===== src/hdl/eth_mon_pkg.sv =====
package eth_mon_pkg;

    // stream geometry, one 32-bit word per beat
    localparam int STREAM_DATA_W = 32;
    localparam int STREAM_KEEP_W = 2;

    // capture memory geometry
    localparam int BUF_DEPTH  = 1024;
    localparam int BUF_ADDR_W = 10;
    // captured length runs from 0 up to BUF_DEPTH inclusive
    localparam int CAP_LEN_W  = BUF_ADDR_W + 1;

    // host register port
    localparam int REG_ADDR_W  = 16;
    localparam int REG_DATA_W  = 40;
    localparam int REG_WIN_BIT = REG_ADDR_W - 1;

    localparam logic [REG_ADDR_W-1:0] REG_ADDR_PKT_COUNT = 16'h0000;
    localparam logic [REG_ADDR_W-1:0] REG_ADDR_TRIGGER   = 16'h0001;
    localparam logic [REG_ADDR_W-1:0] REG_ADDR_CAP_LEN   = 16'h0002;

    // one captured beat as stored in the buffer
    typedef struct packed {
        logic [STREAM_DATA_W-1:0] data;
        logic [STREAM_KEEP_W-1:0] keep;
        logic                     abort;
        logic                     last;
    } buf_row_t;

    // buffer row as seen through the register window
    typedef struct packed {
        logic [3:0] pad;
        buf_row_t   row;
    } reg_row_view_t;

    // read word is either a counter value or a buffer row
    typedef union packed {
        logic [REG_DATA_W-1:0] count;
        reg_row_view_t         row_view;
    } reg_word_u;

endpackage


===== src/hdl/eth_mon_ifs.sv =====


// single access port onto the capture buffer
interface buf_port_if;
    import eth_mon_pkg::*;

    logic                  req;
    logic                  we;
    logic [BUF_ADDR_W-1:0] addr;
    buf_row_t              wdata;
    logic                  gnt;
    buf_row_t              rdata;
    logic                  rvalid;

    modport req_side (
        output req, we, addr, wdata,
        input  gnt, rdata, rvalid
    );

    modport grant_side (
        input  req, we, addr, wdata,
        output gnt, rdata, rvalid
    );

endinterface


===== src/hdl/buffer_arbiter.sv =====
`timescale 1ns/1ns

module buffer_arbiter (
    input  logic           i_clk_stream,
    input  logic           i_rst_n,
    buf_port_if.grant_side i_wr,
    buf_port_if.grant_side i_rd,
    buf_port_if.req_side   o_mem
);

    logic rd_sel_q;

    // writer has fixed priority since the stream cannot be stalled
    assign o_mem.req   = i_wr.req || i_rd.req;
    assign o_mem.we    = i_wr.req ? i_wr.we    : i_rd.we;
    assign o_mem.addr  = i_wr.req ? i_wr.addr  : i_rd.addr;
    assign o_mem.wdata = i_wr.req ? i_wr.wdata : i_rd.wdata;

    assign i_wr.gnt = i_wr.req && o_mem.gnt;
    assign i_rd.gnt = i_rd.req && !i_wr.req && o_mem.gnt;

    // remembers who owns the read data coming back next cycle
    always_ff @(posedge i_clk_stream or negedge i_rst_n) begin
        if (!i_rst_n) begin
            rd_sel_q <= 1'b0;
        end else begin
            rd_sel_q <= i_rd.gnt;
        end
    end

    assign i_rd.rdata  = o_mem.rdata;
    assign i_wr.rdata  = o_mem.rdata;
    assign i_rd.rvalid = rd_sel_q && o_mem.rvalid;
    assign i_wr.rvalid = !rd_sel_q && o_mem.rvalid;

    a_one_grant: assert property (@(posedge i_clk_stream) disable iff (!i_rst_n)
        !(i_wr.gnt && i_rd.gnt) && !(i_rd.gnt && i_wr.req));

    // a reader grant always produces read data from the buffer one cycle later
    a_rd_returns: assert property (@(posedge i_clk_stream) disable iff (!i_rst_n)
        i_rd.gnt && !i_rd.we |=> i_rd.rvalid);

endmodule


===== src/flat_wrapper.sv =====
// flat-port wrapper written by rule: the top's interface ports become plain ports
module buffer_arbiter_flat 
  (i_clk_stream, i_rst_n, i_wr_req, i_wr_we, i_wr_addr, i_wr_wdata, i_wr_gnt, i_wr_rdata, i_wr_rvalid, i_rd_req, i_rd_we, i_rd_addr, i_rd_wdata, i_rd_gnt, i_rd_rdata, i_rd_rvalid, o_mem_req, o_mem_we, o_mem_addr, o_mem_wdata, o_mem_gnt, o_mem_rdata, o_mem_rvalid);
  buf_port_if i_wr_i ();
  buf_port_if i_rd_i ();
  buf_port_if o_mem_i ();
  input  logic i_clk_stream;
  input  logic i_rst_n;
  input wire logic [$bits(i_wr_i.req)-1:0] i_wr_req;
  input wire logic [$bits(i_wr_i.we)-1:0] i_wr_we;
  input wire logic [$bits(i_wr_i.addr)-1:0] i_wr_addr;
  input wire logic [$bits(i_wr_i.wdata)-1:0] i_wr_wdata;
  output wire logic [$bits(i_wr_i.gnt)-1:0] i_wr_gnt;
  output wire logic [$bits(i_wr_i.rdata)-1:0] i_wr_rdata;
  output wire logic [$bits(i_wr_i.rvalid)-1:0] i_wr_rvalid;
  input wire logic [$bits(i_rd_i.req)-1:0] i_rd_req;
  input wire logic [$bits(i_rd_i.we)-1:0] i_rd_we;
  input wire logic [$bits(i_rd_i.addr)-1:0] i_rd_addr;
  input wire logic [$bits(i_rd_i.wdata)-1:0] i_rd_wdata;
  output wire logic [$bits(i_rd_i.gnt)-1:0] i_rd_gnt;
  output wire logic [$bits(i_rd_i.rdata)-1:0] i_rd_rdata;
  output wire logic [$bits(i_rd_i.rvalid)-1:0] i_rd_rvalid;
  output wire logic [$bits(o_mem_i.req)-1:0] o_mem_req;
  output wire logic [$bits(o_mem_i.we)-1:0] o_mem_we;
  output wire logic [$bits(o_mem_i.addr)-1:0] o_mem_addr;
  output wire logic [$bits(o_mem_i.wdata)-1:0] o_mem_wdata;
  input wire logic [$bits(o_mem_i.gnt)-1:0] o_mem_gnt;
  input wire logic [$bits(o_mem_i.rdata)-1:0] o_mem_rdata;
  input wire logic [$bits(o_mem_i.rvalid)-1:0] o_mem_rvalid;
  assign i_wr_i.req = i_wr_req;
  assign i_wr_i.we = i_wr_we;
  assign i_wr_i.addr = i_wr_addr;
  assign i_wr_i.wdata = i_wr_wdata;
  assign i_wr_gnt = i_wr_i.gnt;
  assign i_wr_rdata = i_wr_i.rdata;
  assign i_wr_rvalid = i_wr_i.rvalid;
  assign i_rd_i.req = i_rd_req;
  assign i_rd_i.we = i_rd_we;
  assign i_rd_i.addr = i_rd_addr;
  assign i_rd_i.wdata = i_rd_wdata;
  assign i_rd_gnt = i_rd_i.gnt;
  assign i_rd_rdata = i_rd_i.rdata;
  assign i_rd_rvalid = i_rd_i.rvalid;
  assign o_mem_req = o_mem_i.req;
  assign o_mem_we = o_mem_i.we;
  assign o_mem_addr = o_mem_i.addr;
  assign o_mem_wdata = o_mem_i.wdata;
  assign o_mem_i.gnt = o_mem_gnt;
  assign o_mem_i.rdata = o_mem_rdata;
  assign o_mem_i.rvalid = o_mem_rvalid;
  buffer_arbiter u_core (.i_clk_stream(i_clk_stream), .i_rst_n(i_rst_n), .i_wr(i_wr_i), .i_rd(i_rd_i), .o_mem(o_mem_i));
endmodule

===== config.mk =====
export PLATFORM = sky130hd
export DESIGN_NAME = buffer_arbiter_flat
export DESIGN_NICKNAME = d
export VERILOG_FILES = /design/src/hdl/eth_mon_pkg.sv /design/src/hdl/eth_mon_ifs.sv /design/src/hdl/buffer_arbiter.sv /design/src/flat_wrapper.sv
export SDC_FILE = /design/constraint.sdc
export NUM_CORES = 1
export LEC_CHECK = 0
export BUFFER_PORTS_ARGS = -buffer_cell sky130_fd_sc_hd__buf_2
export CORE_AREA = 8 8 95 97
export CTS_CLUSTER_SIZE = 25
export DETAILED_ROUTE_END_ITERATION = 10
export DIE_AREA = 0 0 103 105
export GPL_TIMING_DRIVEN = 1
export PLACE_DENSITY_LB_ADDON = 0.3
export SYNTH_ARGS = -nofsm -noshare
export SYNTH_HDL_FRONTEND = slang
export SYNTH_SLANG_ARGS = --single-unit

===== constraint.sdc =====
create_clock -name i_clk_stream -period 1.4 [get_ports i_clk_stream]
set_input_delay 0.07 -clock i_clk_stream [delete_from_list [all_inputs] [get_ports i_clk_stream]]
set_output_delay 0.07 -clock i_clk_stream [all_outputs]
set_load 0.005 [all_outputs]

Yosys cells after proc, flatten, opt, wreduce, memory -nomap -nowiden
Cells that the tools add are included.
- register bits: 1
- latch bits: 0
- memory bits (writable): 0
- ROM bits: 0
- input bits: 136
- output and inout port bits: 124
- logic and storage cells: 12
- memories kept: 0
- $add $sub $neg: 0
- multipliers: 0
- div/mod/pow operators: 0
- magnitude comparators: 0
- equality and inequality tests: 0
- shifts and indexed selects: 0
- mux-type cells: 3
- bitwise gates (word level): 0
- reductions and logical operators: 8
- operators by type and width (kind ; count):
    36-bit 2-to-1 mux ; 1
    10-bit 2-to-1 mux ; 1
    1-bit logical AND ; 5
    1-bit logical NOT ; 2
    1-bit logical OR ; 1
    1-bit 2-to-1 mux ; 1

Longest topological paths before layout
Gate-level depths: netlist of the first run.
- word-level depth: 3
- mapped depth: 3

Least setup slack after synthesis of the first run
No wires, ideal clock.
- path type: input port to output port
- start point: in i_wr_req
- end point: out o_mem_addr[6]
- arrival time: 0.641 ns
- slack: 0.689 ns
- cell stages on the path: 3
- path buffers: 2
- cell sequence: buf_6 buf_12 mux2_4
- longest elaborated chain between the ends: 1
- ends and longest elaborated chain (element ; RTL line ; source):
    start: declaration ; flat_wrapper.sv:9 ; input wire logic [$bits(i_wr_i.req)-1:0] i_wr_req;
    10-bit 2-to-1 mux ; buffer_arbiter.sv:16 ; assign o_mem.addr = i_wr.req ? i_wr.addr : i_rd.addr;
    end: declaration ; flat_wrapper.sv:25 ; output wire logic [$bits(o_mem_i.addr)-1:0] o_mem_addr;
Every way passes these cells.

Final worst setup path of the first run
- start point: in i_wr_req
- end point: out o_mem_wdata[18]
- longest elaborated chain between the ends: 1
- ends and longest elaborated chain (element ; RTL line ; source):
    36-bit 2-to-1 mux ; buffer_arbiter.sv:17 ; assign o_mem.wdata = i_wr.req ? i_wr.wdata : i_rd.wdata;
    end: declaration ; flat_wrapper.sv:26 ; output wire logic [$bits(o_mem_i.wdata)-1:0] o_mem_wdata;
Every way passes these cells.

==> results of run 1 <==
## area by class of cell
type                       instances  area share
sequential                         1      0.0147
tap                              102      0.0752
timing repair buffer             154       0.475
multi-input combinational         52       0.436
## per-layer routing
metal  global-route usage  wire length [um]  up-vias
li1                     -                 -      515
met1               0.0745              1560      461
met2                0.114              1930      101
met3               0.0405               718       35
met4               0.0331               206        0
met5                    0                 0        -
## final timing paths
check                      slack, ns             from               to
worst max-delay path            0.44         i_wr_req  o_mem_wdata[18]
worst min-delay path            0.14  o_mem_rdata[25]   i_rd_rdata[25]
min in group asynchronous       0.38          i_rst_n  u_core.rd_sel_q
max in group asynchronous       0.93          i_rst_n  u_core.rd_sel_q
## where the power goes
group / switching (mW) / leakage, nW / internal, mW / total [mW]
logic: 0.164 / 1.02 / 0.342 / 0.506
clock network: 0 / 0 / 0 / 0
registers: 0.000439 / 0.0135 / 0.0305 / 0.0310
total: 0.165 / 1.04 / 0.372 / 0.537
## layout by cell type, fill, tap and decap left out
cell type and instances:
dlygate4sd3_1 1, buf_12 2, mux2_4 47, buf_2 151
or2_2 1, nor2b_1 1, dfrtp_1 1, and2_1 2
and3b_1 1
## logic make-up after synthesis
logic type,synth area share
and+or+nand+nor,0.0239
buffers and inverters,0.458
muxes,0.500
DFF,0.0177
## metrics by stage
stage / total power [mW] / hold WS (ns)
finish: 0.537 / 0.140
floorplan: 0.468 / -0.226
detailed placement: 0.545 / -0.153
global route: 0.581 / 0.140
global placement: 0.545 / -0.155
CTS: 0.550 / 0.140
==> summary.md, run 1 <==
| Metric | Value |
|---|---|
| Critical Path AT | `0.89 ns` |
| Fmax | `1050 MHz` |
| Core Footprint | `7530 um2` |
| Cells along the critical path | `buf_2, buf_12, mux2_4, buf_2` |
| Area occupied by multi-input gates | `739 um2` |
| Average cell area after synthesis | `10.8 um2` |
| Commonest cells in the netlist | `72 x buf_4, 47 x mux2_4, 4 x buf_12, 2 x and2_1` |
| Prevailing post-synth register cell | `dfrtp_1` |
| CP top delay family | `buffers and inverters` |
| LEAKAGE | `1.04 nW` |
| DR iter-0 viols | `16` |
| Largest net degree at the start of global routing | `26` |
| Fin crit period | `0.957 ns` |
| Finished Layout Cells | `309` |
| Synth async-reset ratio | `1.00` |
| First-pass GRT wire length | `6380 um` |
| Yosys cell types | `10` |
| Worst Hold Path Cells | `0` |
| Effective utilization at floorplan | `0.188` |
| Final ANT Viol Nets | `0` |
| Synth Register Bits | `1` |
| Worst Hold Class | `in -> out` |
| Share of layout cells above drive strength 1 | `0.971` |
| Filler Cell Count | `852` |
| Vias in the first global route | `1316` |
| Die Y | `105 um` |
| Post-synth top area share | `0.500` |
| GRT Util Overall | `0.0716` |
| Total placed cells including tap cells | `308` |
| Mapped Area | `1410 um2` |
| CP startpoint kind | `primary input` |
| Design area | `1700 um2` |
| # setup viols final | `0` |
| Post-CTS Setup Repair Bufs | `0` |
| Port bufs | `151` |
| Post-CTS sizing | `0` |
| Worst Tran Pin Value | `0.188 ns` |
| CP bufs+invs | `3` |
| TNS Setup | `0 ns` |
| Row Count | `32` |
| Pwr dens | `316 nW/um2` |
| Top flop regs | `u_core.rd_sel_q: 1 flops` |
| Die width | `103 um` |
| # DRC | `0` |
| Ports | `260` |
| Final hold vios | `0` |
| Vias per cell | `3.60` |
| Max-Cap Viols | `0` |
| Area leader, netlist | `mux2_4` |
| Unrepaired setup endpoints after global routing | `no` |
| # hold bufs at CTS | `1` |
| Final core occ | `0.226` |
| Critical path class | `in -> out` |
| Gr ovfl total | `0` |
| Outcome | `completed` |
| Ant. Diodes | `0` |
| Post-route setup slack | `0.443 ns` |
| Mapped Nets | `267` |
| Synth Warn # | `0` |
| Max-slew violation count | `0` |
| Post-synth EDFFs | `0` |
| Critical path's slowest cell | `mux2_4` |
| Post-Syn Instances | `131` |
| WL final | `4420 um` |
| Detailed-route via count | `1112` |
| Global placement routability congestion | `0.689` |
| CP endpoint kind | `output pin` |
| Worst EP required | `1.33 ns` |
| Post-DP Area | `1690 um2` |
| Dpl ws | `0.433 ns` |
| Drt wl/cell | `14.3 um` |
| Most frequent CP cell | `buf_2` |
| Initial antenna violation count | `0` |
| Most common cell in the netlist | `buf_4` |
| CP max FO | `25` |
| Largest register FFs | `1` |
| Die area | `10800 um2` |
| Max-slew headroom | `0.875` |
| Crit path depth | `4` |
| Sequential fraction of the synthesis area | `0.0177` |
| Peak VDD IR | `0.139 mV` |
| DR pass1 iterations | `4` |
| Seq. cell area | `25.0 um2` |
| Tcrit/Tclk final | `0.683` |
| Dpl hpwl | `4030 um` |
| Worst path max stage delay | `0.32 ns` |
| Synth top area cells | `mux2_4 50%, buf_4 38%, buf_12 5.7%, dfrtp_1 1.8%, buf_8 1.1%` |
| Synth-to-Final Area Change | `20.3%` |
| Post-layout nets | `345` |
| Largest Register | `u_core.rd_sel_q` |
(Power assumes the default switching activity.)
==> inputs of run 2 (changes only) <==
Settings changed: CORE_AREA 8 8 95 97 to 8 8 96 98, DIE_AREA 0 0 103 105 to 0 0 104 106.
Clock period 1.4 ns to 0.9 ns, I/O delays scaled along.
==> summary.md, run 2 (synthesis results as in run 1) <==
| Metric | Value |
|---|---|
| Outcome | `completed` |
| Worst Hold Class | `in -> out` |
| Port bufs | `151 (unchanged)` |
| Initial antenna violation count | `0 (unchanged)` |
| Worst hold start | `o_mem_rdata[17]` |
| Synth-to-Final Area Change | `23.8%` |
| Largest register FFs | `1 (unchanged)` |
| Worst Tran Pin Value | `0.131 ns (-0.0569 ns)` |
| Vias in the first global route | `1425 (+8.3%)` |
| Pwr dens | `493 nW/um2 (+56%)` |
| Ant. Diodes | `0 (unchanged)` |
| Detailed-route via count | `1137 (+2.2%)` |
| Pwr Total | `0.861 mW (+60%)` |
| Commonest non-fill, non-tap cell in the layout | `buf_2` |
| Drt wl/cell | `14.4 um (+0.93%)` |
| CP endpoint kind | `output pin` |
| Final ANT Viol Nets | `0 (unchanged)` |
| LEAKAGE | `1.06 nW (+2.0%)` |
| Final hold vios | `0 (unchanged)` |
| Die Y | `106 um (+0.95%)` |
| Post-CTS Setup Repair Bufs | `0 (unchanged)` |
| Critical path class | `in -> out` |
| Largest Register | `u_core.rd_sel_q` |
| Largest net degree at the start of global routing | `17 (-35%)` |
| TNS Setup | `0 ns (unchanged)` |
| Fin crit period | `0.854 ns` |
| Critical Path AT | `0.81 ns (-0.08 ns)` |
| Peak VDD IR | `0.172 mV (+24%)` |
| Core Footprint | `7850 um2 (+4.2%)` |
| Die area | `11000 um2 (+1.9%)` |
| # setup viols final | `0 (unchanged)` |
| # DRC | `0 (unchanged)` |
| CP max FO | `16 (-36%)` |
| Top flop regs | `u_core.rd_sel_q: 1 flops` |
| Total placed cells including tap cells | `312 (+1.3%)` |
| Commonest cells after routing, fill and taps aside | `150 x buf_2, 47 x mux2_4, 2 x and2_1, 2 x buf_6, 2 x buf_12` |
| Worst setup path end | `o_mem_wdata[12]` |
| Effective utilization at floorplan | `0.180 (-0.00760)` |
| GRT Util Overall | `0.0711 (-0.000493)` |
| Max-slew headroom | `0.913 (+0.0380)` |
| Max-slew violation count | `0 (unchanged)` |
| Row Count | `33 (+3.1%)` |
| Crit. Startpoint | `i_wr_req` |
| Vias per cell | `3.62 (+0.62%)` |
| Dpl ws | `-0.0669 ns (-0.500 ns)` |
| Die width | `104 um (+0.97%)` |
| Finished Layout Cells | `314 (+1.6%)` |
| Dpl hpwl | `4070 um (+1.2%)` |
| WL final | `4530 um (+2.6%)` |
| Unrepaired setup endpoints after global routing | `no` |
| Post-route setup slack | `0.0456 ns (-0.398 ns)` |
| First-pass GRT wire length | `6710 um (+5.1%)` |
| Fmax | `1170 MHz` |
| Ports | `260 (unchanged)` |
| Worst EP required | `0.85 ns (-0.48 ns)` |
| Gr ovfl total | `0 (unchanged)` |
| Share of layout cells above drive strength 1 | `0.971 (about the same)` |
| Post-layout nets | `347 (+0.58%)` |
| DR pass1 iterations | `4 (unchanged)` |
| Max-Cap Viols | `0 (unchanged)` |
| Tcrit/Tclk final | `0.949` |
| CP startpoint kind | `primary input` |
| DR iter-0 viols | `24 (+8)` |
| Hold slack final | `0.0900 ns (-0.0500 ns)` |
| Global placement routability congestion | `0.739 (+7.4%)` |
-- run 2: changes by cell type in the layout (fill, tap and decap cells not counted) --
cell,delta
buf_6,+2
buf_16,+1
buf_2,-1
-- run 2: per-stage QoR --
step	cell area (um2)	utilization
finish	1750	0.223
floorplan	1410	-
detailed placement	1700	0.217
CTS	1750	0.223
global route	1750	0.223
global placement	1700	0.217
-- run 2: power breakdown --
part	switching [mW]	leakage, nW	internal (mW)	total [mW]
logic	0.263	1.04	0.550	0.813
clock network	0	0	0	0
registers	0.000641	0.0135	0.0475	0.0481
-- run 2: final cells by class --
cell class | count | area (um2)
multi-input cells | 52 | 739
fillers | 905 | 6100
repair buffers | 156 | 851
flip-flops and latches | 1 | 25.0
well taps | 105 | 131
-- run 2: repair_timing --
item	4_1_cts	5_1_grt
hold endpoints to repair	1	0
setup endpoints to repair	38	0
hold buffers	1	0
gates resized for setup	4	0
-- run 2: worst min path at each step --
stage | slack, ns | cells after the start | to
floorplan | -0.25 | 0 | u_core.rd_sel_q
global placement | -0.18 | 1 | u_core.rd_sel_q
detailed placement | -0.18 | 1 | u_core.rd_sel_q
CTS | 0.09 | 0 | i_rd_rdata[35]
global route | 0.09 | 0 | i_rd_rdata[17]
finish | 0.09 | 0 | i_rd_rdata[17]
-- run 2: worst max-delay path, cell delays in order --
cell and delay, ns:
buf_6 0.12, buf_12 0.18, mux2_4 0.32, buf_2 0.13
-- run 2: layer usage --
metal / up-vias / routed length (um) / global-route usage
li1: 519 / - / -
met1: 492 / 1290 / 0.0561
met2: 97 / 2290 / 0.133
met3: 29 / 767 / 0.0448
met4: 0 / 179 / 0.0362
met5: - / 0 / 0
==> inputs of run 3 (changes only) <==
Settings changed: CORE_AREA 8 8 96 98 to 8 8 95 97, DIE_AREA 0 0 104 106 to 0 0 103 105.
Clock period 0.9 ns to 1 ns, I/O delays scaled along.
==> summary.md, run 3 (synthesis results as in run 1) <==
| Metric | Value |
|---|---|
| Routed wl met2 | `1980 um (-14%)` |
| Pwr dens | `442 nW/um2 (-10%)` |
| Largest register FFs | `1 (unchanged)` |
| Commonest non-fill, non-tap cell in the layout | `buf_2` |
| Ant. Diodes | `0 (unchanged)` |
| Top flop regs | `u_core.rd_sel_q: 1 flops` |
| WHS Endpoint | `i_rd_rdata[25]` |
| LEAKAGE | `1.04 nW (-1.5%)` |
| Effective utilization at floorplan | `0.188 (+0.00760)` |
| Die Y | `105 um (-0.94%)` |
| DR pass1 iterations | `2 (-2)` |
| Post-CTS Setup Repair Bufs | `0 (unchanged)` |
| Fmax | `1090 MHz` |
| Routed length on met1 | `1590 um (+23%)` |
| Worst Tran Pin Value | `0.172 ns (+0.0409 ns)` |
| Largest net degree at the start of global routing | `24 (+7)` |
| Critical Path AT | `0.86 ns (+0.05 ns)` |
| Row Count | `32 (-3.0%)` |
| DR iter-0 viols | `13 (-46%)` |
| Worst EP required | `0.95 ns (+0.10 ns)` |
| Uppermost routed layer | `met4` |
| # hold bufs at CTS | `1 (unchanged)` |
| Peak VDD IR | `0.240 mV (+40%)` |
| CP startpoint kind | `primary input` |
| CP endpoint kind | `output pin` |
| Dpl hpwl | `4090 um (+0.47%)` |
| Max-Cap Viols | `0 (unchanged)` |
| Largest Register | `u_core.rd_sel_q` |
| Vias per cell | `3.57 (-1.4%)` |
| Die width | `103 um (-0.96%)` |
| Share of layout cells above drive strength 1 | `0.971 (about the same)` |
| Filler Cell Count | `848 (-6.3%)` |
| Port bufs | `151 (unchanged)` |
| First-pass GRT wire length | `6540 um (-2.5%)` |
| Max-slew headroom | `0.885 (-0.0272)` |
| Worst Hold Class | `in -> out` |
| Unrepaired setup endpoints after global routing | `no` |
| Synth-to-Final Area Change | `20.8%` |
| Vias in the first global route | `1300 (-8.8%)` |
| WL final | `4460 um (-1.5%)` |
| Hold slack final | `0.100 ns (+0.0100 ns)` |
| Fin crit period | `0.914 ns` |
| Ports | `260 (unchanged)` |
| GRT Util Overall | `0.0734 (+0.00222)` |
| Worst Hold Path Cells | `0 (unchanged)` |
| Final hold vios | `0 (unchanged)` |
| Outcome | `completed` |
| Die area | `10800 um2 (-1.9%)` |
| Detailed-route via count | `1107 (-2.6%)` |
| CP max FO | `23 (+7)` |
| Post-CTS sizing | `0 (-4)` |
| Final ANT Viol Nets | `0 (unchanged)` |
| Global placement routability congestion | `0.682 (-7.8%)` |
| Routed wl met3 | `681 um (-11%)` |
| Worst hold start | `o_mem_rdata[25]` |
| Tcrit/Tclk final | `0.914` |
| Post-layout nets | `346 (-0.29%)` |
| Max-slew violation count | `0 (unchanged)` |
| Gr ovfl total | `0 (unchanged)` |
| Critical path class | `in -> out` |
| TNS Setup | `0 ns (unchanged)` |
| Drt wl/cell | `14.4 um (-0.28%)` |
| # setup viols final | `0 (unchanged)` |
| Initial antenna violation count | `0 (unchanged)` |
| Commonest cells after routing, fill and taps aside | `151 x buf_2, 47 x mux2_4, 2 x and2_1, 2 x buf_12` |
| # DRC | `0 (unchanged)` |
| Core Footprint | `7530 um2 (-4.1%)` |
-- run 3: cell count changes in the layout (fill, tap and decap cells not counted) --
| cell | delta |
|---|---|
| buf_6 | -2 |
| buf_2 | +1 |
| buf_4 | +1 |
| buf_16 | -1 |
-- run 3: worst max-delay path: stages --
cell and delay (ns):
buf_2 0.15, buf_12 0.21, mux2_4 0.31, buf_2 0.13
-- run 3: cell type report --
cell class                 count  area (um2)  share of cell area
multi-input combinational     52         739               0.434
sequential                     1        25.0              0.0147
tap                          102         128              0.0748
timing repair buffer         155         813               0.477
-- run 3: worst max-delay path by stage --
stage	from	end	cells after the start
after floorplan	i_wr_req	o_mem_addr[6]	3
after global placement	i_wr_req	o_mem_wdata[30]	4
after detailed placement	i_wr_req	o_mem_wdata[31]	4
after CTS	i_wr_req	o_mem_wdata[7]	4
after global routing	i_wr_req	o_mem_wdata[31]	4
final	i_wr_req	o_mem_wdata[7]	4
-- run 3: metrics by stage --
stage,setup slack [ns],util,total power [mW],instances,instance area [um2]
final,0.0864,0.227,0.753,310,1710
after global routing,0.0426,0.227,0.819,310,1710
after CTS,0.0799,0.227,0.771,310,1710
after detailed placement,0.0824,0.225,0.766,309,1700
after global placement,0.0849,0.225,0.765,309,1700
after floorplan,0.329,-,0.655,131,1410
-- run 3: routing by layer --
layer	up-vias	GRT usage
met3	35	0.0392
met5	-	0
met1	453	0.0745
met2	101	0.121
li1	518	-
met4	0	0.0331
-- run 3: power by group --
group          internal [mW]  leakage (nW)  switching, mW
Combinational          0.481          1.03          0.229
Sequential            0.0428        0.0135       0.000648
Clock                      0             0              0
