--- src/hdl/eth_mon_pkg.sv ---
package eth_mon_pkg;

    // stream geometry, one 32-bit word per beat
    localparam int STREAM_DATA_W = 32;
    localparam int STREAM_KEEP_W = 2;

    // capture memory geometry
    localparam int BUF_DEPTH  = 1024;
    localparam int BUF_ADDR_W = 10;
    // captured length runs from 0 up to BUF_DEPTH inclusive
    localparam int CAP_LEN_W  = BUF_ADDR_W + 1;

    // host register port
    localparam int REG_ADDR_W  = 16;
    localparam int REG_DATA_W  = 40;
    localparam int REG_WIN_BIT = REG_ADDR_W - 1;

    localparam logic [REG_ADDR_W-1:0] REG_ADDR_PKT_COUNT = 16'h0000;
    localparam logic [REG_ADDR_W-1:0] REG_ADDR_TRIGGER   = 16'h0001;
    localparam logic [REG_ADDR_W-1:0] REG_ADDR_CAP_LEN   = 16'h0002;

    // one captured beat as stored in the buffer
    typedef struct packed {
        logic [STREAM_DATA_W-1:0] data;
        logic [STREAM_KEEP_W-1:0] keep;
        logic                     abort;
        logic                     last;
    } buf_row_t;

    // buffer row as seen through the register window
    typedef struct packed {
        logic [3:0] pad;
        buf_row_t   row;
    } reg_row_view_t;

    // read word is either a counter value or a buffer row
    typedef union packed {
        logic [REG_DATA_W-1:0] count;
        reg_row_view_t         row_view;
    } reg_word_u;

endpackage

--- src/hdl/eth_mon_ifs.sv ---


// single access port onto the capture buffer
interface buf_port_if;
    import eth_mon_pkg::*;

    logic                  req;
    logic                  we;
    logic [BUF_ADDR_W-1:0] addr;
    buf_row_t              wdata;
    logic                  gnt;
    buf_row_t              rdata;
    logic                  rvalid;

    modport req_side (
        output req, we, addr, wdata,
        input  gnt, rdata, rvalid
    );

    modport grant_side (
        input  req, we, addr, wdata,
        output gnt, rdata, rvalid
    );

endinterface

--- src/hdl/reg_access.sv ---
`timescale 1ns/1ns

module reg_access (
    input  logic                               i_clk_stream,
    input  logic                               i_rst_n,
    input  logic [eth_mon_pkg::REG_ADDR_W-1:0] i_reg_addr,
    input  logic                               i_reg_rd,
    input  logic                               i_reg_wr,
    output logic [eth_mon_pkg::REG_DATA_W-1:0] o_reg_rdata,
    output logic                               o_reg_valid,
    input  logic [eth_mon_pkg::REG_DATA_W-1:0] i_pkt_count,
    input  logic                               i_armed,
    input  logic [eth_mon_pkg::CAP_LEN_W-1:0]  i_cap_len,
    output logic                               o_arm,
    buf_port_if.req_side                       o_buf
);
    import eth_mon_pkg::*;

    typedef enum logic [1:0] {
        RD_IDLE,
        RD_REQ,
        RD_WAIT
    } rd_state_t;

    rd_state_t             rd_state_q;
    logic                  valid_q;
    reg_word_u             rdata_q;
    reg_word_u             word_d;
    logic [BUF_ADDR_W-1:0] row_addr_q;
    logic                  req_seen;
    logic                  is_window;
    logic                  buf_start;
    logic                  load_word;

    // host keeps its request up while valid is out, so ignore that cycle
    assign req_seen  = (i_reg_rd || i_reg_wr) && !valid_q && (rd_state_q == RD_IDLE);
    assign is_window = i_reg_addr[REG_WIN_BIT];
    assign buf_start = req_seen && i_reg_rd && is_window;
    assign load_word = (req_seen && !buf_start) || ((rd_state_q == RD_WAIT) && o_buf.rvalid);

    assign o_arm = req_seen && i_reg_wr && (i_reg_addr == REG_ADDR_TRIGGER);

    always_comb begin
        word_d = '0;
        if (rd_state_q == RD_WAIT) begin
            word_d.row_view.row = o_buf.rdata;
        end else if (i_reg_rd) begin
            case (i_reg_addr)
                REG_ADDR_PKT_COUNT: word_d.count = i_pkt_count;
                REG_ADDR_TRIGGER:   word_d.count = REG_DATA_W'(i_armed);
                REG_ADDR_CAP_LEN:   word_d.count = REG_DATA_W'(i_cap_len);
                default:            word_d.count = '0;
            endcase
        end
    end

    always_ff @(posedge i_clk_stream) begin
        if (load_word) begin
            rdata_q <= word_d;
        end
        if (buf_start) begin
            row_addr_q <= i_reg_addr[BUF_ADDR_W-1:0];
        end
    end

    // buffer read sequence, request until granted then wait for data
    always_ff @(posedge i_clk_stream or negedge i_rst_n) begin
        if (!i_rst_n) begin
            rd_state_q <= RD_IDLE;
            valid_q    <= 1'b0;
        end else begin
            valid_q <= load_word;
            case (rd_state_q)
                RD_IDLE: if (buf_start) rd_state_q <= RD_REQ;
                RD_REQ:  if (o_buf.gnt) rd_state_q <= RD_WAIT;
                RD_WAIT: if (o_buf.rvalid) rd_state_q <= RD_IDLE;
                default: rd_state_q <= RD_IDLE;
            endcase
        end
    end

    assign o_buf.req   = (rd_state_q == RD_REQ);
    assign o_buf.we    = 1'b0;
    assign o_buf.addr  = row_addr_q;
    assign o_buf.wdata = '0;

    assign o_reg_rdata = rdata_q;
    assign o_reg_valid = valid_q;

    a_no_rd_wr: assert property (@(posedge i_clk_stream) disable iff (!i_rst_n)
        !(i_reg_rd && i_reg_wr));

endmodule

--- src/flat_wrapper.sv ---
// flat-port wrapper written by rule: the top's interface ports become plain ports
module reg_access_flat import eth_mon_pkg::*;
  (i_clk_stream, i_rst_n, i_reg_addr, i_reg_rd, i_reg_wr, o_reg_rdata, o_reg_valid, i_pkt_count, i_armed, i_cap_len, o_arm, o_buf_req, o_buf_we, o_buf_addr, o_buf_wdata, o_buf_gnt, o_buf_rdata, o_buf_rvalid);
  buf_port_if o_buf_i ();
  input  logic i_clk_stream;
  input  logic i_rst_n;
  input  logic [eth_mon_pkg::REG_ADDR_W-1:0] i_reg_addr;
  input  logic i_reg_rd;
  input  logic i_reg_wr;
  output logic [eth_mon_pkg::REG_DATA_W-1:0] o_reg_rdata;
  output logic o_reg_valid;
  input  logic [eth_mon_pkg::REG_DATA_W-1:0] i_pkt_count;
  input  logic i_armed;
  input  logic [eth_mon_pkg::CAP_LEN_W-1:0] i_cap_len;
  output logic o_arm;
  output wire logic [$bits(o_buf_i.req)-1:0] o_buf_req;
  output wire logic [$bits(o_buf_i.we)-1:0] o_buf_we;
  output wire logic [$bits(o_buf_i.addr)-1:0] o_buf_addr;
  output wire logic [$bits(o_buf_i.wdata)-1:0] o_buf_wdata;
  input wire logic [$bits(o_buf_i.gnt)-1:0] o_buf_gnt;
  input wire logic [$bits(o_buf_i.rdata)-1:0] o_buf_rdata;
  input wire logic [$bits(o_buf_i.rvalid)-1:0] o_buf_rvalid;
  assign o_buf_req = o_buf_i.req;
  assign o_buf_we = o_buf_i.we;
  assign o_buf_addr = o_buf_i.addr;
  assign o_buf_wdata = o_buf_i.wdata;
  assign o_buf_i.gnt = o_buf_gnt;
  assign o_buf_i.rdata = o_buf_rdata;
  assign o_buf_i.rvalid = o_buf_rvalid;
  reg_access u_core (.i_clk_stream(i_clk_stream), .i_rst_n(i_rst_n), .i_reg_addr(i_reg_addr), .i_reg_rd(i_reg_rd), .i_reg_wr(i_reg_wr), .o_reg_rdata(o_reg_rdata), .o_reg_valid(o_reg_valid), .i_pkt_count(i_pkt_count), .i_armed(i_armed), .i_cap_len(i_cap_len), .o_arm(o_arm), .o_buf(o_buf_i));
endmodule
--- config.mk ---
export PLATFORM = sky130hd
export DESIGN_NAME = reg_access_flat
export DESIGN_NICKNAME = d
export VERILOG_FILES = /design/src/hdl/eth_mon_pkg.sv /design/src/hdl/eth_mon_ifs.sv /design/src/hdl/reg_access.sv /design/src/flat_wrapper.sv
export SDC_FILE = /design/constraint.sdc
export NUM_CORES = 1
export LEC_CHECK = 0
export BUFFER_PORTS_ARGS = -buffer_cell sky130_fd_sc_hd__buf_2
export CAP_MARGIN = 20
export CORE_MARGIN = 2
export CORE_UTILIZATION = 30
export DETAILED_ROUTE_END_ITERATION = 6
export PLACE_DENSITY = 0.62
export SLEW_MARGIN = 20
export SYNTH_ARGS = -nofsm -noshare
export SYNTH_HDL_FRONTEND = slang
export SYNTH_SLANG_ARGS = --single-unit
export TNS_END_PERCENT = 5
--- constraint.sdc ---
create_clock -name i_clk_stream -period 3.62 [get_ports i_clk_stream]
set_input_delay 0.181 -clock i_clk_stream [delete_from_list [all_inputs] [get_ports i_clk_stream]]
set_output_delay 0.181 -clock i_clk_stream [all_outputs]
set_load 0.05 [all_outputs]
[Yosys cells after proc, flatten, opt, wreduce, memory -nomap -nowiden]
Index checks and enable logic that the tools add are counted.
W data, S select, Z words.
Storage, ports and cells
  register bits after elaboration: 53
  bits of input ports: 110
  word-level logic and storage cells: 36
Operators by class
  equality and inequality tests: 7
  muxes and demuxes: 7
  bitwise gates (word level): 1
  reductions and logical operators: 16
Operator list (count)
  $pmux W40 S3: 1
  $mux W36: 2
  $eq A16 B1 Y1 const B: 1
  $eq A16 B2 Y1 const B: 1
  $logic_not A16 Y1: 1
  $logic_and A1 B1 Y1: 8
  $mux W2: 3
  $pmux W2 S3: 1
  $ne A2 B1 Y1 const B: 2
  $reduce_and A3 Y1: 1
  $eq A2 B1 Y1 const B: 1
  $eq A2 B2 Y1 const B: 1
  $logic_not A1 Y1: 2
  $logic_not A2 Y1: 1
  $logic_or A1 B1 Y1: 2
  $ne A2 B2 Y1 const B: 1
  $reduce_or A2 Y1: 1
  $not A1 Y1: 1

[Depth between registers and ports, before layout]
Gate-level depths: netlist of run 1.
  depth in word-level cells: 8
  mapped depth: 6
  gate-level depth less buffers: 3

[Worst setup path after synthesis of run 1]
Ideal clock, no wire load.
  path kind: reg-to-reg
  start point: register u_core.valid_q, in the netlist u_core.o_reg_valid
  end point: register u_core.rdata_q, in the netlist u_core.o_reg_rdata[0], enable pin
  setup time: 0.452 ns
  arrival: 2.792 ns
  required time: 3.168 ns
  slack: 0.376 ns
  cell stages (with the launch flop): 4
  buffers on the path: 0
  path through: dfrtp_1 nor2_1 o21ai_1 a21oi_1
On the way
  word-level cells in the longest chain between the ends: 8
RTL lines
  start: declaration: RTL line reg_access.sv:26  | logic valid_q;
  start signal: assignment: RTL line reg_access.sv:72  | valid_q <= load_word;
  $logic_not A1 Y1 (*): RTL line reg_access.sv:36  | assign req_seen = (i_reg_rd || i_reg_wr) && !valid_q && (rd_state_q == RD_IDLE);
  $logic_and A1 B1 Y1 (*) (2 in series): RTL line reg_access.sv:36
  $logic_and A1 B1 Y1 (2 in series): RTL line reg_access.sv:38  | assign buf_start = req_seen && i_reg_rd && is_window;
  $logic_not A1 Y1: RTL line reg_access.sv:39  | assign load_word = (req_seen && !buf_start) || ((rd_state_q == RD_WAIT) && o_buf.rvalid);
  $logic_and A1 B1 Y1 (*): RTL line reg_access.sv:39
  $logic_or A1 B1 Y1 (*): RTL line reg_access.sv:39
  net u_core.load_word: RTL line reg_access.sv:33  | logic load_word;
  end signal: assignment: RTL line reg_access.sv:59  | rdata_q <= word_d;
  end: declaration: RTL line reg_access.sv:27  | reg_word_u rdata_q;
The timed path passes the listed nets; every way through them passes the cells marked *.
A chain may end at the register's enable or synchronous reset.

==> results.sh, run 1 <==
export IMPL_holdPathStages=1
export IMPL_path_class="reg -> reg"
export IMPL_path_max_fanout=25
export IMPL_die_w_um=102
export IMPL_drv_slew=0
export IMPL_yosys_warnings=0
export IMPL_drc_errors=0
export IMPL_nets=507
export IMPL_vias_per_cell=4.37
export IMPL_holdPathEnd="u_core.o_buf.addr[2]$_DFFE_PP_"
export IMPL_ys_ff_latch=53
export IMPL_dieArea_um2=10400
export IMPL_pre_cts_ws_ps=1520
export IMPL_num_vias=2303
export IMPL_r2r_cells=4
export IMPL_fillers=915
export IMPL_cts_sinks=53
export IMPL_setup_tns_ps=0
export IMPL_antenna_found_initial=0
export IMPL_worstPathCellList="nor2b_2 -> nor4b_4 -> buf_4 -> a31o_1"
export IMPL_area_growth_pct=30.8
export IMPL_grt_use_total=0.137
export IMPL_fin_hold_ws_ps=65.3
export IMPL_clk_latency_ps=300
export IMPL_final_antenna_net_count=0
export IMPL_htree_levels=2
export IMPL_finalSetupViolCount=0
export IMPL_reg2reg_to="u_core.o_reg_rdata[30]$_DFFE_PP_"
export IMPL_dpl_cell_area_um2=3680
export IMPL_cap_viol_max_count=0
export IMPL_power_density_nw_per_um2=666
export IMPL_synthCells=237
export IMPL_wirelength_mm=7.66
export IMPL_grt_pass1_wl_mm=10.7
export IMPL_use_met3=0.0363
export IMPL_boundaryPins=200
export IMPL_cp_end_kind="flip-flop"
export IMPL_critical_path_slowest_cell="nor2b_2"
export IMPL_cts_resized_gates=0
export IMPL_postSynthAreaPerCell_um2=12.2
export IMPL_tightest_slew_ps=929
export IMPL_ys_seq_area_frac=0.546
export IMPL_synth_area_leaders="edfxtp_1 (52%), buf_4 (9.9%), a31o_1 (7.6%)"
export IMPL_utilization=0.407
export IMPL_hp_start="i_reg_addr[2]"
export IMPL_drive_above_1_share=0.475
export IMPL_hp_class="in -> reg"
export IMPL_drtPass1Iterations=4
export IMPL_finalNonFillerCells=527
export IMPL_use_met2=0.251
export IMPL_yosys_cell_types_count=30
export IMPL_hpwl_mm=6.02
export IMPL_fin_crit_ps=2070
export IMPL_yosysMostFrequentCell="edfxtp_1"
export IMPL_startpoint="u_core.rd_state_q[1]$_DFFE_PN0P_"
export IMPL_overflow=0
export IMPL_power_leakage_nw=1.67
export IMPL_cpPeakStageDelay_ps=790
export IMPL_diodes=0
export IMPL_hold_viol=0
export IMPL_cp_required_ps=3670
export IMPL_die_h_um=102
export IMPL_numCtsBuffers=5
export IMPL_layout_area_seq_um2=1580
export IMPL_arrival_ps=2120
export IMPL_peakVddDrop_mv=0.213
export IMPL_slew_headroom=0.378
export IMPL_grt_busiest_layer="met2"
export IMPL_grt_max_degree=26
export IMPL_start_util=0.311
export IMPL_fin_area_um2=3770
export IMPL_synth_edff_count=50
export IMPL_path_clk_slew_ps=100
export IMPL_grt_setup_unrepaired="false"
export IMPL_crit_path_start_kind="flip-flop"
export IMPL_max_freq_mhz=484
export IMPL_fin_crit_sh=0.571
export IMPL_globalplace_congestion=0.782
export IMPL_rr_startpoint="u_core.rd_state_q[1]$_DFFE_PN0P_"
export IMPL_cts_tree="yes"
export IMPL_coreArea_um2=9280
export IMPL_use_met1=0.156
export IMPL_status="completed"
export IMPL_grt_pass1_vias=2118
export IMPL_synth_area_um2=2890
export IMPL_drt_iter0_markers=55
export IMPL_reg2reg_slack_ps=1550
export IMPL_rows=35
export IMPL_dpl_cell_count=518
export IMPL_port_buffers=162
export IMPL_finalWorstSetupSlack_ps=1550
export IMPL_clockRootBuffer="clkbuf_8"
export IMPL_netlist_top_cells_count="edfxtp_1 (50), buf_4 (38), nand2_1 (27)"
export IMPL_clockBufferDepth=2
export IMPL_synth_ff_type="edfxtp_1"
export IMPL_yosysTopAreaCellShare=0.520
export IMPL_multi_input_area_um2=1080
export IMPL_synth_top_area_cell="edfxtp_1"
export IMPL_skew_ps=6.22
export IMPL_p_total_mw=2.51
export IMPL_synthArstFlopShare=0.0566
export IMPL_wl_per_cell_um=14.5
[report_power, final]
group / leakage, nW / switching (mW) / internal [mW]
Combinational: 1.11 / 0.963 / 0.259
Sequential: 0.521 / 0.0567 / 0.910
Clock: 0.0374 / 0.189 / 0.137
Total: 1.67 / 1.21 / 1.31
[metal layers]
layer	vias up	share of wire
met2	143	0.47
met4	0	0.014
met5	-	0
met1	1046	0.42
met3	7	0.096
li1	1107	-
[flip-flops by register name, indices dropped and copies added, names as in the netlist]
signal	count
u_core.o_buf.addr	10
u_core.o_reg_rdata	40
u_core.rd_state_q	2
u_core.o_reg_valid	1
[critical path: cells and delay by family (launching register included)]
kind                   cells  cell delay (ps)
AOI/OAI and AO/OA          1              250
DFF                        1              450
buffers and inverters      1              250
and+or+nand+nor            2              860
[worst max path at each step]
stage	end	depth (start not counted)
floorplan	u_core.o_reg_rdata[0]$_DFFE_PP_	3
global placement	o_arm	5
detailed placement	o_arm	5
CTS	u_core.o_reg_rdata[16]$_DFFE_PP_	4
global route	u_core.o_reg_rdata[28]$_DFFE_PP_	4
finish	u_core.o_reg_rdata[30]$_DFFE_PP_	4
[cells by family after synthesis]
| family | share of synthesized area |
|---|---|
| flops | 0.546 |
| buf+inv | 0.130 |
| compound gates | 0.118 |
| other cells | 0.00130 |
| simple gates | 0.162 |
| mux | 0.0429 |
[final cells by class]
class	instances	share of cell area
clock buffers	6	0.0192
clock inverters	2	0.00398
inverters	6	0.00597
multi-input cells	165	0.287
flip-flops and latches	53	0.418
well taps	129	0.0428
repair buffers	166	0.223
[placed cells by master, fill, tap and decap left out, types with 2 or more instances in the layout]
| cell | Yosys | routed |
|---|---|---|
| buf_2 | 8 | 162 |
| edfxtp_1 | 50 | 50 |
| conb_1 | 1 | 37 |
| nand2_1 | 27 | 27 |
| and2_1 | 25 | 25 |
| a31o_1 | 25 | 25 |
| mux2_2 | 10 | 10 |
| o31ai_1 | 10 | 10 |
| inv_1 | 6 | 6 |
| nor4_1 | 5 | 5 |
| clkbuf_8 | 0 | 5 |
| nor2b_1 | 5 | 4 |
| nor4_4 | 3 | 3 |
| o21ai_1 | 3 | 3 |
| buf_4 | 38 | 3 |
| dfrtp_1 | 3 | 3 |
| nor2_1 | 2 | 2 |
| o2111ai_1 | 2 | 2 |
| clkinvlp_4 | 0 | 2 |
[what timing repair did]
action                     CTS  global route
buffers inserted             0             0
hold endpoints to repair     3             0
setup endpoints to repair    0             0
hold buffers                 1             0
Power figures use the tool's default switching activity.
==> run 2, diff against run 1 <==
- PLACE_DENSITY: 0.62 -> 0.65
- clock period: 3.62 -> 1.8 ns (I/O delays scaled with it)
==> run 2 against run 1 <==
Core utilization rose by 2.1 points. Highest routed layer unchanged. Sequential power rose by 99%. Setup slack got worse by 1500 ps. Worst hold slack got worse by 51 ps. Cell count rose by 3.6%. Clock-buffer cell count did not move. Critical endpoint is now u_core.o_reg_rdata[29]$_DFFE_PP_.
==> results.sh, run 2 (same netlist as run 1, synthesis figures left out) <==
export IMPL_status="completed"
export IMPL_num_vias=2389
export IMPL_arrival_ps=1910
export IMPL_r2r_cells=4
export IMPL_cap_viol_max_count=0
export IMPL_grt_pass1_wl_mm=11.2
export IMPL_htree_levels=2
export IMPL_fin_crit_sh=0.967
export IMPL_swShare=0.478
export IMPL_critical_path_slowest_cell="dlygate4sd3_1"
export IMPL_power_density_nw_per_um2=1300
export IMPL_numCtsBuffers=5
export IMPL_combPwrFrac=0.495
export IMPL_holdPathStages=3
export IMPL_reg2reg_slack_ps=100
export IMPL_crit_path_start_kind="primary input"
export IMPL_die_w_um=102
export IMPL_grt_max_degree=37
export IMPL_clk_latency_ps=300
export IMPL_grt_pass1_vias=2230
export IMPL_globalplace_congestion=0.792
export IMPL_cts_sinks=53
export IMPL_routed_top_layer="met4"
export IMPL_diodes=0
export IMPL_final_cell_mix="buf_2 (161), edfxtp_1 (50), conb_1 (37)"
export IMPL_tightest_slew_ps=707
export IMPL_wl_per_cell_um=14.4
export IMPL_coreArea_um2=9280
export IMPL_boundaryPins=200
export IMPL_drtPass1Iterations=4
export IMPL_wl_met2_mm=3.78
export IMPL_peakVddDrop_mv=0.433
export IMPL_internal_power_mw=2.69
export IMPL_antenna_found_initial=0
export IMPL_seqPwrFrac=0.373
export IMPL_drc_errors=0
export IMPL_finalNonFillerCells=546
export IMPL_critPathTopFamily="buffers and inverters"
export IMPL_setup_tns_ps=0
export IMPL_area_growth_pct=37.6
export IMPL_hp_class="in -> reg"
export IMPL_switchingPower_mw=2.46
export IMPL_drive_above_1_share=0.484
export IMPL_worstPathCellList="dlygate4sd3_1 -> buf_2 -> nor4_4 -> buf_4 -> and4_1 -> buf_6 -> a31o_1"
export IMPL_hpwl_mm=5.90
export IMPL_start_util=0.311
export IMPL_cpPeakStageDelay_ps=560
export IMPL_p_clk_frac=0.131
export IMPL_hold_viol=0
export IMPL_clockBufferDepth=2
export IMPL_path_clk_slew_ps=100
export IMPL_nets=526
export IMPL_port_buffers=162
export IMPL_rows=35
export IMPL_final_common_cell="buf_2"
export IMPL_fillers=903
export IMPL_path_max_fanout=25
export IMPL_path_depth=7
export IMPL_max_freq_mhz=575
export IMPL_grt_use_total=0.140
export IMPL_die_h_um=102
export IMPL_wl_met1_mm=3.21
export IMPL_slew_headroom=0.527
export IMPL_wl_met3_um=770
export IMPL_power_leakage_nw=1.76
export IMPL_cp_required_ps=1970
export IMPL_grt_setup_unrepaired="true"
export IMPL_dpl_cell_count=527
export IMPL_vias_per_cell=4.38
export IMPL_path_class="in -> reg"
export IMPL_drv_slew=0
export IMPL_cts_tree="yes"
export IMPL_largest_register_ffs=40
export IMPL_wirelength_mm=7.84
export IMPL_overflow=0
export IMPL_cp_end_kind="flip-flop"
export IMPL_fin_crit_ps=1740
export IMPL_final_antenna_net_count=0
export IMPL_clockRootBuffer="clkbuf_8"
export IMPL_finalSetupViolCount=0
export IMPL_skew_ps=4.14
export IMPL_critPathBufInv=4
export IMPL_drt_iter0_markers=95
export IMPL_dieArea_um2=10400
run 2: changes by cell type in the layout (fill, tap and decap cells not counted):
cell           before  now
buf_2             162  161
buf_4               3   12
buf_6               0    2
dfrtp_1             3    2
dfrtp_2             0    1
dlygate4sd3_1       1   10
nor2b_2             1    0
nor2b_4             0    1
nor4_1              5    3
nor4_2              0    2
run 2: repair_timing:
action	4_1_cts	5_1_grt
endpoints found under the hold margin	12	0
setup buffers	0	1
resized for setup	2	3
pin swaps	0	5
setup endpoints to repair	5	18
hold buffers	10	0
run 2: layout make-up:
type / count / area [µm²] / area share
Tap cell: 129 / 161 / 0.0407
Sequential cell: 53 / 1580 / 0.398
Clock buffer: 6 / 72.6 / 0.0183
Inverter: 6 / 22.5 / 0.00567
Clock inverter: 2 / 15.0 / 0.00378
Timing Repair Buffer: 185 / 1020 / 0.257
Multi-Input combinational cell: 165 / 1100 / 0.277
run 2: metal layers:
layer	up-vias	GRT usage
li1	1148	-
met1	1094	0.165
met2	141	0.254
met3	6	0.0376
met4	0	0.0349
met5	-	0
run 2: power groups by stage:
| stage | Clock [mW] | Sequential, mW | Combinational, mW |
|---|---|---|---|
| 2_1_floorplan | 0 | 3.13 | 0.756 |
| 3_3_place_gp | 0 | 1.95 | 2.53 |
| 3_5_place_dp | 0 | 1.96 | 2.54 |
| 4_1_cts | 0.701 | 1.93 | 2.57 |
| 5_1_grt | 0.757 | 1.96 | 2.68 |
| 6_report | 0.677 | 1.92 | 2.55 |
run 2: path summary, 6_finish.rpt:
kind | start | endpoint
max in group asynchronous | i_rst_n | u_core.o_reg_valid$_DFF_PN0_
min reg2reg | u_core.rd_state_q[1]$_DFFE_PN0P_ | u_core.rd_state_q[1]$_DFFE_PN0P_
max reg2reg | u_core.rd_state_q[1]$_DFFE_PN0P_ | u_core.o_reg_rdata[29]$_DFFE_PP_
min | o_buf_gnt | u_core.rd_state_q[1]$_DFFE_PN0P_
min in group asynchronous | i_rst_n | u_core.o_reg_valid$_DFF_PN0_
max | i_reg_addr[6] | u_core.o_reg_rdata[29]$_DFFE_PP_
run 2: worst min-delay path: cells and delay by family:
family / cells / cell delay, ps
simple gates: 1 / 40
compound gates: 1 / 60
buf+inv: 1 / 90
run 2: stage by stage:
| step | setup WS (ps) | utilization | hold WS, ps | power, mW | cell area [µm²] |
|---|---|---|---|---|---|
| 6_report | 59.6 | 0.427 | 13.9 | 5.15 | 3970 |
| 5_1_grt | -84.0 | 0.427 | 11.7 | 5.39 | 3970 |
| 4_1_cts | 7.89 | 0.425 | 10.4 | 5.19 | 3950 |
| 3_5_place_dp | -4.49 | 0.404 | -109 | 4.50 | 3750 |
| 3_3_place_gp | -188 | 0.403 | -112 | 4.48 | 3740 |
| 2_1_floorplan | -51.7 | - | -206 | 3.89 | 3040 |
==> run 3, diff against run 2 <==
- PLACE_DENSITY: 0.65 -> not set
==> run 3 against run 2 <==
First-iteration DRC count shrank 17%. Flip-flop and latch count is the same. Clock skew grew 1.2 ps. Highest routed layer unchanged. Design area shrank 0.16%. Wire length shrank 2.2%. Combinational power is essentially flat. Maximum frequency grew 2.8%. Clock-buffer cell count is the same. Critical path type unchanged. Sequential power is essentially flat.
==> results.sh, run 3 (same netlist as run 1, synthesis figures left out) <==
export IMPL_grt_pass1_wl_mm=10.7
export IMPL_cp_common_cell="buf_4"
export IMPL_final_antenna_net_count=0
export IMPL_path_max_fanout=25
export IMPL_status="completed"
export IMPL_area_growth_pct=37.3
export IMPL_rr_startpoint="u_core.rd_state_q[0]$_DFFE_PN0P_"
export IMPL_final_common_cell="buf_2"
export IMPL_critical_path_slowest_cell="dlygate4sd3_1"
export IMPL_vias_per_cell=4.38
export IMPL_hpwl_mm=5.66
export IMPL_finalNonFillerCells=541
export IMPL_nets=521
export IMPL_clockRootBuffer="clkbuf_8"
export IMPL_boundaryPins=200
export IMPL_clk_latency_ps=300
export IMPL_wirelength_mm=7.66
export IMPL_worstPathCellList="dlygate4sd3_1 -> buf_2 -> nor4_4 -> buf_4 -> and4_1 -> buf_4 -> a31o_1"
export IMPL_port_buffers=162
export IMPL_power_density_nw_per_um2=1330
export IMPL_reg2reg_slack_ps=190
export IMPL_cts_sinks=53
export IMPL_arrival_ps=1870
export IMPL_final_cell_mix="buf_2 (161), edfxtp_1 (50), conb_1 (37)"
export IMPL_hold_viol=0
export IMPL_holdPathEnd="u_core.rd_state_q[1]$_DFFE_PN0P_"
export IMPL_clockBufferDepth=2
export IMPL_drtPass1Iterations=4
export IMPL_numCtsBuffers=5
export IMPL_fin_hold_ws_ps=21.3
export IMPL_drc_errors=0
export IMPL_htree_levels=2
export IMPL_hp_class="in -> reg"
export IMPL_dpl_cell_count=522
export IMPL_wl_met1_mm=3.19
export IMPL_hp_start="o_buf_gnt"
export IMPL_cp_end_kind="flip-flop"
export IMPL_rows=35
export IMPL_peakVddDrop_mv=0.587
export IMPL_die_w_um=102
export IMPL_die_h_um=102
export IMPL_r2r_cells=3
export IMPL_cts_tree="yes"
export IMPL_fin_crit_ps=1690
export IMPL_path_class="in -> reg"
export IMPL_finalSetupViolCount=0
export IMPL_grt_max_degree=42
export IMPL_grt_pass1_vias=2111
export IMPL_skew_ps=5.35
export IMPL_fin_crit_sh=0.941
export IMPL_drive_above_1_share=0.478
export IMPL_drt_iter0_markers=79
export IMPL_path_clk_slew_ps=100
export IMPL_wl_per_cell_um=14.2
export IMPL_diodes=0
export IMPL_wl_met3_um=648
export IMPL_cp_required_ps=1970
export IMPL_dieArea_um2=10400
export IMPL_crit_path_start_kind="primary input"
export IMPL_coreArea_um2=9280
export IMPL_routed_top_layer="met4"
export IMPL_cap_viol_max_count=0
export IMPL_reg2reg_to="u_core.o_reg_rdata[9]$_DFFE_PP_"
export IMPL_grt_setup_unrepaired="false"
export IMPL_num_vias=2370
export IMPL_holdPathStages=3
export IMPL_globalplace_congestion=0.793
export IMPL_antenna_found_initial=0
export IMPL_overflow=0
export IMPL_power_leakage_nw=1.75
export IMPL_grt_use_total=0.137
export IMPL_drv_slew=0
export IMPL_max_freq_mhz=590
export IMPL_critPathBufInv=4
export IMPL_wl_met2_mm=3.78
export IMPL_critPathTopFamily="buffers and inverters"
export IMPL_largest_register_ffs=40
export IMPL_cpPeakStageDelay_ps=530
export IMPL_start_util=0.311
run 3: worst max path at each step:
stage                                            end                         start  depth (start not counted)
detailed placement   u_core.o_reg_rdata[9]$_DFFE_PP_                 i_reg_addr[5]                          4
finish              u_core.o_reg_rdata[28]$_DFFE_PP_                 i_reg_addr[6]                          7
floorplan            u_core.o_reg_rdata[0]$_DFFE_PP_  u_core.o_reg_valid$_DFF_PN0_                          3
global placement     u_core.o_reg_rdata[9]$_DFFE_PP_                 i_reg_addr[5]                          4
global route        u_core.o_reg_rdata[13]$_DFFE_PP_                 i_reg_addr[6]                          7
CTS                                            o_arm                 i_reg_addr[6]                          6
run 3: stage by stage:
stage	setup WS, ps	setup TNS, ps	area (µm²)	power [mW]	utilization
after floorplan	-51.7	-2070	3040	3.89	-
after global placement	292	0	3730	4.47	0.401
after detailed placement	219	0	3730	4.49	0.401
after CTS	25.4	0	3920	5.32	0.422
after global routing	2.13	0	3960	5.54	0.427
final	106	0	3960	5.27	0.427
run 3: tightest hold or removal path, stage by stage:
cell and delay (ps):
buf_2 90, nand2_1 40, o21ai_1 60
run 3: repair_timing:
| item | in CTS | in global routing |
|---|---|---|
| endpoints found under the hold margin | 10 | 2 |
| gates resized for setup | 0 | 4 |
| setup buffers | 0 | 1 |
| setup endpoints to repair | 0 | 1 |
| hold buffers | 8 | 2 |
run 3: area by class of cell:
type / count / area (µm²)
Inverter: 6 / 22.5
Timing Repair Buffer: 180 / 986
Sequential cell: 53 / 1580
Fill cell: 931 / 5320
Tap cell: 129 / 161
Clock inverter: 2 / 38.8
Clock buffer: 6 / 72.6
Multi-Input combinational cell: 165 / 1100
run 3: power breakdown:
group	switching (mW)	leakage (nW)	internal, mW
clock	0.392	0.0554	0.418
combinational	1.95	1.18	0.581
sequential	0.107	0.519	1.83
total	2.45	1.75	2.83
run 3: routing by layer:
layer	GRT usage	vias to the layer above
li1	-	1138
met1	0.170	1104
met2	0.239	126
met3	0.0321	2
met4	0.0369	0
met5	0	-
